==> config.mk <==
export PLATFORM = sky130hd
export DESIGN_NAME = usb_reg_top
export DESIGN_NICKNAME = d
export VERILOG_FILES = /design/src/source/usb_bus_pkg.sv /design/src/source/reg_map_pkg.sv /design/src/source/usb_reg_main.sv /design/src/source/reg_bank.sv /design/src/source/sample_gen.sv /design/src/source/sample_fifo.sv /design/src/source/usb_reg_top.sv
export SDC_FILE = /design/constraint.sdc
export NUM_CORES = 1
export LEC_CHECK = 0
export BUFFER_PORTS_ARGS = -buffer_cell sky130_fd_sc_hd__buf_2
export CAP_MARGIN = 25
export CORE_ASPECT_RATIO = 0.6
export CORE_UTILIZATION = 40
export CTS_BUF_LIST = sky130_fd_sc_hd__clkbuf_2 sky130_fd_sc_hd__clkbuf_4 sky130_fd_sc_hd__clkbuf_8
export CTS_CLUSTER_SIZE = 12
export DETAILED_ROUTE_END_ITERATION = 8
export PLACE_DENSITY_LB_ADDON = 0.1
export SETUP_SLACK_MARGIN = 0.3
export SYNTH_ARGS = -nofsm -noshare
export SYNTH_HDL_FRONTEND = slang
export SYNTH_HIERARCHICAL = 1
export SYNTH_SLANG_ARGS = --single-unit
==> constraint.sdc <==
create_clock -name clk_usb -period 3.8 [get_ports clk_usb]
set_input_delay 0.76 -clock clk_usb [delete_from_list [all_inputs] [get_ports clk_usb]]
set_output_delay 0.76 -clock clk_usb [all_outputs]
set_load 0.02 [all_outputs]
==> src/source/usb_bus_pkg.sv <==
package usb_bus_pkg;

   ////////////////////////////////////////////////////////////
   // chip side pins
   ////////////////////////////////////////////////////////////

   // raw parallel bus from the usb chip, all asynchronous to clk_usb
   typedef struct packed {
      logic [7:0] addr;   // register address, valid in address phase
      logic [7:0] din;    // write data from host
      logic       rdn;    // read strobe, active low
      logic       wrn;    // write strobe, active low
      logic       cen;    // chip enable, active low
      logic       alen;   // low = address phase, high = data phase
   } usb_pins_t;

   ////////////////////////////////////////////////////////////
   // register side strobes
   ////////////////////////////////////////////////////////////

   // bridge to register bank
   // read data must be on reg_datai one cycle after read rises
   typedef struct packed {
      logic [7:0] address;   // registered chip address
      logic [7:0] datao;     // captured write byte
      logic       read;      // high while host holds rdn low
      logic       write;     // single cycle pulse, datao valid
   } reg_access_t;

endpackage

==> src/source/reg_map_pkg.sv <==
package reg_map_pkg;

   ////////////////////////////////////////////////////////////
   // register addresses
   ////////////////////////////////////////////////////////////

   typedef enum logic [7:0] {
      reg_id         = 8'h00,   // read only identification byte
      reg_scratch    = 8'h01,   // 4 byte scratch, byte count selects
      reg_gen_ctrl   = 8'h02,   // generator control byte
      reg_gen_step   = 8'h03,   // generator increment
      reg_fifo_count = 8'h04,   // words waiting in sample fifo
      reg_fifo_data  = 8'h05    // fifo word, lsb first
   } reg_addr_e;

   // value returned on reg_id
   localparam logic [7:0] id_value = 8'h5A;

   ////////////////////////////////////////////////////////////
   // control and data types
   ////////////////////////////////////////////////////////////

   // generator control byte, bit 0 is enable
   typedef struct packed {
      logic [4:0] reserved;    // stored and read back only
      logic       clear;       // self clearing accumulator reset
      logic       fast_read;   // keep bus driven on fifo reads
      logic       enable;      // generator runs
   } gen_ctrl_t;

   // one captured sample word
   typedef logic [31:0] sample_t;

endpackage

==> src/source/usb_reg_main.sv <==
`timescale 1ns/1ps

module usb_reg_main #(
   parameter int byte_count_width = 7
) (
   input  logic                          clk_usb,
   input  logic                          reset,
   input  usb_bus_pkg::usb_pins_t        bus,              // async chip pins
   input  logic                          fast_fifo_read,   // from bank
   input  logic [7:0]                    reg_datai,        // read data from bank
   output logic [7:0]                    dout,
   output logic                          isout,            // output enable
   output usb_bus_pkg::reg_access_t      access,
   output logic [byte_count_width-1:0]   reg_bytecnt
);

   logic       wrn_rs;             // first sample of wrn
   logic       wrn_rs_dly;         // second sample of wrn
   logic       reg_write;          // write pulse
   logic       reg_write_dly;      // bumps byte count after write
   logic       isout_r;            // registered ~rdn
   logic       isout_r_dly;        // one more cycle of ~rdn
   logic       alen_r;             // registered phase flag
   logic       fast_fifo_read_r;   // for rising edge detect
   logic       drive_data_out;     // fast read bus hold
   logic [7:0] reg_address;
   logic [7:0] reg_datao;
   logic       read_done;

   ////////////////////////////////////////////////////////////
   // strobe sampling
   ////////////////////////////////////////////////////////////

   always_ff @(posedge clk_usb) begin
      if (reset) begin
         wrn_rs           <= 1'b1;   // idle high, no false pulse out of reset
         wrn_rs_dly       <= 1'b1;
         reg_write        <= 1'b0;
         reg_write_dly    <= 1'b0;
         isout_r          <= 1'b0;
         isout_r_dly      <= 1'b0;
         alen_r           <= 1'b0;
         fast_fifo_read_r <= 1'b0;
         drive_data_out   <= 1'b0;
      end else begin
         wrn_rs        <= bus.wrn;
         wrn_rs_dly    <= wrn_rs;
         reg_write     <= wrn_rs & ~wrn_rs_dly;   // rising wrn
         reg_write_dly <= reg_write;

         isout_r     <= ~bus.rdn;
         isout_r_dly <= isout_r;

         alen_r           <= bus.alen;
         fast_fifo_read_r <= fast_fifo_read;

         // grab the bus when a fast read starts
         // let go only once the host begins a write
         if (!bus.wrn)
            drive_data_out <= 1'b0;
         else if (fast_fifo_read && !fast_fifo_read_r)
            drive_data_out <= 1'b1;
      end
   end

   // address and write data
   always_ff @(posedge clk_usb) begin
      reg_address <= bus.addr;
      if (!bus.cen && !wrn_rs)
         reg_datao <= bus.din;   // last capture is the byte before wrn rose
   end

   ////////////////////////////////////////////////////////////
   // byte counter
   ////////////////////////////////////////////////////////////

   assign read_done = isout_r_dly & ~isout_r;   // rdn just released

   always_ff @(posedge clk_usb) begin
      if (reset)
         reg_bytecnt <= '0;
      else if (!alen_r)
         reg_bytecnt <= '0;                // new address phase
      else if (read_done || reg_write_dly)
         reg_bytecnt <= reg_bytecnt + 1'b1; // wraps, fifo only looks at mod 4
   end

   ////////////////////////////////////////////////////////////
   // outputs
   ////////////////////////////////////////////////////////////

   assign dout = reg_datai;

   // hold the drivers one cycle past rdn release
   assign isout = isout_r | isout_r_dly | (drive_data_out & bus.wrn);

   assign access.address = reg_address;
   assign access.datao   = reg_datao;
   assign access.read    = isout_r;
   assign access.write   = reg_write;

endmodule

==> src/source/reg_bank.sv <==
`timescale 1ns/1ps

module reg_bank #(
   parameter int byte_count_width = 7,
   parameter int fifo_depth       = 16
) (
   input  logic                              clk_usb,
   input  logic                              reset,
   input  usb_bus_pkg::reg_access_t          access,
   input  logic [byte_count_width-1:0]       reg_bytecnt,
   output logic [7:0]                        reg_datai,
   output logic                              fast_fifo_read,
   output logic                              gen_enable,
   output logic                              gen_clear,
   output logic [7:0]                        gen_step,
   input  reg_map_pkg::sample_t              fifo_word,     // oldest fifo entry
   input  logic [$clog2(fifo_depth):0]       fifo_count,
   output logic                              fifo_pop
);

   reg_map_pkg::reg_addr_e addr;
   reg_map_pkg::gen_ctrl_t ctrl;
   logic [3:0][7:0]        scratch;
   logic [1:0]             byte_sel;     // byte count mod 4
   logic                   read_d;       // for end of read detect
   logic [7:0]             count_byte;
   logic [7:0]             fifo_byte;

   assign addr     = reg_map_pkg::reg_addr_e'(access.address);
   assign byte_sel = reg_bytecnt[1:0];

   ////////////////////////////////////////////////////////////
   // register writes
   ////////////////////////////////////////////////////////////

   always_ff @(posedge clk_usb) begin
      if (reset) begin
         scratch  <= '0;
         ctrl     <= '0;       // generator off
         gen_step <= 8'd1;
      end else begin
         if (ctrl.clear)
            ctrl.clear <= 1'b0;   // one cycle only
         if (access.write) begin
            case (addr)
               reg_map_pkg::reg_scratch:  scratch[byte_sel] <= access.datao;
               reg_map_pkg::reg_gen_ctrl: ctrl <= reg_map_pkg::gen_ctrl_t'(access.datao);
               reg_map_pkg::reg_gen_step: gen_step <= access.datao;
               default: ;                  // read only or unmapped
            endcase
         end
      end
   end

   always_ff @(posedge clk_usb) begin
      if (reset)
         read_d <= 1'b0;
      else
         read_d <= access.read;
   end

   assign gen_enable = ctrl.enable;
   assign gen_clear  = ctrl.clear;

   ////////////////////////////////////////////////////////////
   // read path
   ////////////////////////////////////////////////////////////

   assign count_byte = 8'(fifo_count);                 // zero extend
   assign fifo_byte  = fifo_word[8*byte_sel +: 8];     // lsb first

   // combinational on address and byte count
   always_comb begin
      case (addr)
         reg_map_pkg::reg_id:         reg_datai = reg_map_pkg::id_value;
         reg_map_pkg::reg_scratch:    reg_datai = scratch[byte_sel];
         reg_map_pkg::reg_gen_ctrl:   reg_datai = ctrl;
         reg_map_pkg::reg_gen_step:   reg_datai = gen_step;
         reg_map_pkg::reg_fifo_count: reg_datai = count_byte;
         reg_map_pkg::reg_fifo_data:  reg_datai = fifo_byte;
         default:                     reg_datai = 8'h00;
      endcase
   end

   // pop once the host has taken the top byte of the word
   // same edge the bridge advances the byte count
   assign fifo_pop = read_d & ~access.read
                   & (addr == reg_map_pkg::reg_fifo_data)
                   & (byte_sel == 2'd3);

   // bridge keeps the bus driven between fast fifo reads
   assign fast_fifo_read = (addr == reg_map_pkg::reg_fifo_data) & ctrl.fast_read;

endmodule

==> src/source/sample_gen.sv <==
`timescale 1ns/1ps

module sample_gen (
   input  logic                 clk_usb,
   input  logic                 reset,
   input  logic                 enable,
   input  logic                 clear,
   input  logic [7:0]           step,
   output reg_map_pkg::sample_t sample,
   output logic                 valid,
   input  logic                 ready
);

   typedef enum logic {
      idle,
      run
   } gen_state_e;

   gen_state_e           state;
   reg_map_pkg::sample_t acc;   // next value to offer

   always_ff @(posedge clk_usb) begin
      if (reset) begin
         state <= idle;
         acc   <= '0;
      end else begin
         case (state)
            idle: if (enable) state <= run;
            run:  if (!enable) state <= idle;
            default: state <= idle;
         endcase

         if (clear)
            acc <= '0;                                    // restart sequence
         else if (valid && ready)
            acc <= acc + reg_map_pkg::sample_t'(step);    // accepted, advance
      end
   end

   assign valid  = (state == run);
   assign sample = acc;   // held while stalled

endmodule

==> src/source/sample_fifo.sv <==
`timescale 1ns/1ps

module sample_fifo #(
   parameter int fifo_depth = 16   // power of two
) (
   input  logic                        clk_usb,
   input  logic                        reset,
   input  reg_map_pkg::sample_t        push_data,
   input  logic                        push_valid,
   output logic                        push_ready,
   input  logic                        pop,
   output reg_map_pkg::sample_t        head,
   output logic [$clog2(fifo_depth):0] count
);

   localparam int ptr_width = $clog2(fifo_depth);
   localparam logic [ptr_width:0] full_count = (ptr_width + 1)'(fifo_depth);

   reg_map_pkg::sample_t mem [fifo_depth];
   logic [ptr_width-1:0] wr_ptr;
   logic [ptr_width-1:0] rd_ptr;
   logic                 do_push;
   logic                 do_pop;

   ////////////////////////////////////////////////////////////
   // handshake
   ////////////////////////////////////////////////////////////

   assign push_ready = (count != full_count);   // low when full
   assign do_push    = push_valid & push_ready;
   assign do_pop     = pop & (count != '0);     // empty pop dropped

   ////////////////////////////////////////////////////////////
   // pointers and count
   ////////////////////////////////////////////////////////////

   always_ff @(posedge clk_usb) begin
      if (reset) begin
         wr_ptr <= '0;
         rd_ptr <= '0;
         count  <= '0;
      end else begin
         if (do_push)
            wr_ptr <= wr_ptr + 1'b1;   // wraps at depth
         if (do_pop)
            rd_ptr <= rd_ptr + 1'b1;
         case ({do_push, do_pop})
            2'b10:   count <= count + 1'b1;
            2'b01:   count <= count - 1'b1;
            default: ;                 // none or both
         endcase
      end
   end

   // storage
   always_ff @(posedge clk_usb) begin
      if (do_push)
         mem[wr_ptr] <= push_data;
   end

   // oldest word, straight off the array
   assign head = mem[rd_ptr];

endmodule

==> src/source/usb_reg_top.sv <==
`timescale 1ns/1ps

module usb_reg_top #(
   parameter int byte_count_width = 7,
   parameter int fifo_depth       = 16
) (
   input  logic                   clk_usb,
   input  logic                   reset,
   input  usb_bus_pkg::usb_pins_t bus,
   output logic [7:0]             dout,
   output logic                   isout
);

   usb_bus_pkg::reg_access_t      access;
   logic [byte_count_width-1:0]   reg_bytecnt;
   logic [7:0]                    reg_datai;
   logic                          fast_fifo_read;

   // generator side
   logic                          gen_enable;
   logic                          gen_clear;
   logic [7:0]                    gen_step;
   reg_map_pkg::sample_t          sample;
   logic                          sample_valid;
   logic                          sample_ready;

   // fifo side
   reg_map_pkg::sample_t          fifo_word;
   logic [$clog2(fifo_depth):0]   fifo_count;
   logic                          fifo_pop;

   ////////////////////////////////////////////////////////////
   // chip bus bridge and registers
   ////////////////////////////////////////////////////////////

   usb_reg_main #(
      .byte_count_width (byte_count_width)
   ) u_usb_reg_main (
      .clk_usb        (clk_usb),
      .reset          (reset),
      .bus            (bus),
      .fast_fifo_read (fast_fifo_read),
      .reg_datai      (reg_datai),
      .dout           (dout),
      .isout          (isout),
      .access         (access),
      .reg_bytecnt    (reg_bytecnt)
   );

   reg_bank #(
      .byte_count_width (byte_count_width),
      .fifo_depth       (fifo_depth)
   ) u_reg_bank (
      .clk_usb        (clk_usb),
      .reset          (reset),
      .access         (access),
      .reg_bytecnt    (reg_bytecnt),
      .reg_datai      (reg_datai),
      .fast_fifo_read (fast_fifo_read),
      .gen_enable     (gen_enable),
      .gen_clear      (gen_clear),
      .gen_step       (gen_step),
      .fifo_word      (fifo_word),
      .fifo_count     (fifo_count),
      .fifo_pop       (fifo_pop)
   );

   ////////////////////////////////////////////////////////////
   // sample path
   ////////////////////////////////////////////////////////////

   sample_gen u_sample_gen (
      .clk_usb (clk_usb),
      .reset   (reset),
      .enable  (gen_enable),
      .clear   (gen_clear),
      .step    (gen_step),
      .sample  (sample),
      .valid   (sample_valid),
      .ready   (sample_ready)   // low while fifo full
   );

   sample_fifo #(
      .fifo_depth (fifo_depth)
   ) u_sample_fifo (
      .clk_usb    (clk_usb),
      .reset      (reset),
      .push_data  (sample),
      .push_valid (sample_valid),
      .push_ready (sample_ready),
      .pop        (fifo_pop),
      .head       (fifo_word),
      .count      (fifo_count)
   );

endmodule

## Yosys cells after proc, flatten, opt, wreduce, memory -nomap -nowiden

Memory sizes are Yosys's and may differ from the RTL's. A register that Yosys moved wholly into a read port is not among the register bits.
Index checks and enable logic that the tools add are counted.

- Bits in latches: 0
- Memories kept: 1
- Input port bits: 22
- Register bits: 126
- Output and inout port bits: 9
- Memory bits (writable): 512
- Word-level logic and storage cells: 92
- Memory bits (read-only): 0

- Add/sub/neg operators: 6
- Eq/ne operators: 9
- Reduce and logical (&&, ||, !) cells: 18
- Order comparisons: 2
- Shifts and indexed selects: 1
- Bitwise logic cells: 17
- Multipliers: 0
- Mux-type cells: 12
- Divide/modulo/power cells: 0

Memories:

| memory | words | bits a word | rd ports | clocked after Yosys merged registers in | write ports | RTL line | source |
|---|---|---|---|---|---|---|---|
| u_sample_fifo.mem | 16 | 32 | 1 | 1 | 1 | sample_fifo.sv:19 | `reg_map_pkg::sample_t mem [fifo_depth];` |

Operators by type and width:

| kind | number |
|---|---|
| $pmux 8 s6 | 1 |
| $add 32x8->32 | 1 |
| $bwmux 32 | 1 |
| $shiftx 32x6->8 | 1 |
| $bmux 8 s2 | 1 |
| $demux 8 s2 | 1 |
| $eq 8x2->1 const B | 2 |
| $eq 8x3->1 const B | 2 |
| $mux 8 | 2 |
| $pmux 5 s2 | 1 |
| $add 4x1->4 const B | 2 |
| $and 1x1->1 | 8 |
| $eq 8x1->1 const B | 1 |
| $logic_not 8->1 | 1 |
| $mux 4 | 2 |
| $add 7x1->7 const B | 1 |
| $not 1->1 | 7 |
| $reduce_and 2->1 | 3 |
| $reduce_or 2->1 | 3 |
| $add 5x1->5 const B | 1 |
| $ne 5x5->1 const B | 1 |
| $reduce_bool 5->1 | 1 |
| $sub 5x1->5 const B | 1 |
| $eq 2x2->1 const B | 2 |
| other kinds (10) | 18 |

## Logic depth before layout (Yosys ltp)

- Depth after elaboration: 7
- Mapped depth: 15
- Depth with buffers taken out: 13

## Modules after synthesis

Netlist, hierarchy kept.

By module, submodules not included:

| module | times used | area an instance (µm²) | seq. area each (µm²) | cells each |
|---|---|---|---|---|
| sample_fifo | 1 | 20149.3 | 15715.1 | 913 |
| reg_bank | 1 | 2570.0 | 980.9 | 242 |
| sample_gen | 1 | 1893.1 | 660.6 | 236 |
| usb_reg_main | 1 | 1048.5 | 720.7 | 82 |

## Worst setup path before layout

OpenSTA, ideal clock, no wires.

- Kind: reg2reg
- From: reg u_sample_fifo.count[2]
- To: mem u_sample_fifo/mem[0][0] (netlist name), enable pin
- Cell stages (with the launch flop): 6
- Setup slack: 0.050 ns
- Required time: 3.339 ns
- Library setup time: 0.461 ns
- Path buffers: 1
- Clock period less this slack: 3.750 ns
- Arrival: 3.289 ns
- Cells stage by stage: dfxtp_1 buf_2 nor4_1 a21boi_1 nand2_1 nor3_1

- Word-level cells in the longest chain between the ends: 4

Ends and longest elaborated chain:

| element | RTL line | source |
|---|---|---|
| start: declaration | sample_fifo.sv:13 | `output logic [$clog2(fifo_depth):0] count` |
| start signal: assignment | sample_fifo.sv:48 | `2'b10: count <= count + 1'b1;` |
| start signal: assignment | sample_fifo.sv:49 | `2'b01: count <= count - 1'b1;` |
| $ne 5x5->1 | sample_fifo.sv:29 | `assign push_ready = (count != full_count);` |
| $and 1x1->1 | sample_fifo.sv:30 | `assign do_push = push_valid & push_ready;` |
| $mux 1 | sample_fifo.sv:57 | `if (do_push)` |
| $mux 1 (implied by the code) | sample_fifo.sv:58 | `mem[wr_ptr] <= push_data;` |
| end: declaration | sample_fifo.sv:19 |  |

No other way between the ends.

==> results.ini <==
[route]
wl_met2_um=27600
route.final.wire_length_um=68200
route.met3.wl_um=4740
drc_errors=0
dr.pass1.iters=6
post_drt_wl_per_cell_um=27.1
viasPerCell=5.66
wl_met1_um=34900
vias=14245
drt_iter0_markers=1406
ant_nets=0
highest-signal-layer=met4

[sta]
fin_crit_ns=4.30
period_share_pct=113
slew_violations=0
hold_viol_final=0
slew_headroom_pct=33.0
worstMarginPinSlew_ns=1.00
skew_ns=0.0374
fin_setup_tns_ns=-3.73
final.setup.worst_slack_ns=-0.499
rsz0062_at_grt=yes
setup_viol=8
fmax_mhz=233

[floorplan]
io_pins=31
coreArea_um2=62800
dieHeight_um=197
die_area_um2=64700
initial_core_util_pct=40.5
placementRows=71
die_w_um=328

[grt]
grt_pass1_wl_um=98200
grt-ovfl-total=0
grt_max_degree=88
grt_usage_pct=21.3
grt_pass1_vias=13976
antenna_found_initial=0

[outcome]
status=complete, but fails checks
failed_checks=negative setup slack

[finish]
stdcell_count=2516
final_cell_mix=520 x edfxtp_1, 144 x mux4_2, 115 x dfxtp_1
fill_cells=5248
multi_input_area_um2=7430
drive_above_1_share_pct=32.3
syn_to_final_growth_pct=18.5
seqCellArea_um2=18000
design_area_um2=30200
nNetsFinal=1635
final_common_cell=edfxtp_1

[pwr]
switchingPower_mw=2.79
clkPwrFrac_pct=43.3
ir_drop_mv=0.257
pwr-share-comb_pct=0.8
power.density_nw_per_um2=444
power.internal_mw=10.6
power_frac_seq_pct=55.9
switching_share_pct=20.8
p_leak_nw=9.61

[setup_path]
cp_cell_sequence=buf_12 > buf_12 > buf_16 > buf_12 > mux4_2 > a22oi_2 > nand2_2 > mux4_2 > mux2i_2 > o22ai_1 > buf_4
critPathCaptureType=primary output
cp_slowest_cell=mux4_2
timing.critical_path.arrival_ns=3.54
crit_end=dout[5]
cp.required_ns=3.04
reg2reg_depth=13
worstSetupPathType=reg2out
cp-start-kind=flip-flop
r2r_start=u_usb_reg_main/reg_address[3]
r2r_slack_ns=0.75
worstReg2RegEnd=u_sample_fifo/count[2]
crit_top_cell=buf_12
worstPathMaxFanout=5
slowest_delay_ns=0.54

[placed_design]
dp_slack_ns=0.0608
port-buffer-count=30
hpwl_um=38700
place_area_um2=27200
gp_congestion=0.810
dp.cells=2306

[yosys]
yosysWarnings=6
avgSynthCellArea_um2=17.5
syn_inst=1451
syn_area_um2=25500
syn_nets=1491

[flow_run]
max-cap-violations=0

[clock_tree]
clk-insertion-delay-late_ns=0.69
ctsLongestPathBuffers=3
numCtsBuffers=93
cts.sinks=638
root_buffer=clkbuf_8
cts_tree=yes
htreeDepth=3
clk_pin_slew_ns=0.06

[min_path]
hold_class=in2reg

==> worst max-delay path, delay by kind of cell, from the launching register on <==
kind	cells	cell delay [ns]
AOI/OAI and AO/OA	2	0.30
muxes	3	1.28
buffers and inverters	5	0.70
DFF	1	0.44
and+or+nand+nor	1	0.11
==> per-stage QoR <==
step | utilization [%] | hold slack [ns] | total power, mW
after floorplan | - | 0.373 | 7.68
after global placement | 43.3 | 0.378 | 7.73
after detailed placement | 43.3 | 0.392 | 7.73
after CTS | 47.6 | 0.132 | 13.5
after global routing | 48.0 | 0.141 | 13.8
final | 48.0 | 0.195 | 13.4
==> worst min-delay path by stage <==
| stage | cells after the start | startpoint | end |
|---|---|---|---|
| floorplan | 1 | u_usb_reg_main/wrn_rs_dly | u_usb_reg_main/reg_write |
| global placement | 1 | u_usb_reg_main/wrn_rs_dly | u_usb_reg_main/reg_write |
| detailed placement | 1 | u_usb_reg_main/wrn_rs_dly | u_usb_reg_main/reg_write |
| CTS | 1 | bus[17] | u_usb_reg_main/reg_address[5] |
| global route | 1 | bus[12] | u_usb_reg_main/reg_address[0] |
| finish | 1 | bus[12] | u_usb_reg_main/reg_address[0] |
==> layout make-up <==
class	count	share of cell area (%)
Sequential cell	638	59.6
Multi-Input combinational cell	708	24.6
Timing Repair Buffer	139	5.55
Clock buffer	130	5.33
Tap cell	839	3.48
Clock inverter	43	1.16
Inverter	15	0.187
Antenna cell	4	0.0332
==> registers in the layout (all words and copies together), names as in the netlist, 2 cells and up, named ones only <==
| register | flops |
|---|---|
| u_sample_fifo/count | 5 |
| u_reg_bank/gen_step | 8 |
| u_usb_reg_main/reg_bytecnt | 2 |
| u_sample_gen/sample | 32 |
| u_reg_bank/ctrl | 6 |
| u_sample_fifo/wr_ptr | 4 |
| u_sample_fifo/mem | 512 |
| u_reg_bank/scratch | 32 |
| u_usb_reg_main/reg_datao | 8 |
| u_usb_reg_main/reg_address | 8 |
| u_sample_fifo/rd_ptr | 4 |
==> power groups by stage <==
stage | clock network [mW] | registers [mW] | logic [mW]
6_report | 5.80 | 7.48 | 0.107
3_5_place_dp | 0 | 7.63 | 0.102
2_1_floorplan | 0 | 7.62 | 0.0648
3_3_place_gp | 0 | 7.63 | 0.0999
5_1_grt | 6.24 | 7.48 | 0.116
4_1_cts | 5.95 | 7.48 | 0.106
==> layer usage <==
layer	up-vias	GRT usage (%)
li1	6135	-
met1	7579	34.6
met2	447	28.1
met3	84	5.19
met4	0	4.95
met5	-	0
==> timing repair <==
| item | 4_1_cts | 5_1_grt |
|---|---|---|
| cloned | 10 | 2 |
| pin swaps | 24 | 26 |
| gates resized for setup | 66 | 35 |
| setup endpoints to repair | 8 | 8 |
| buffers inserted | 15 | 6 |
| hold buffers | 0 | 0 |
Note: power is estimated with default switching activity, not from simulation.
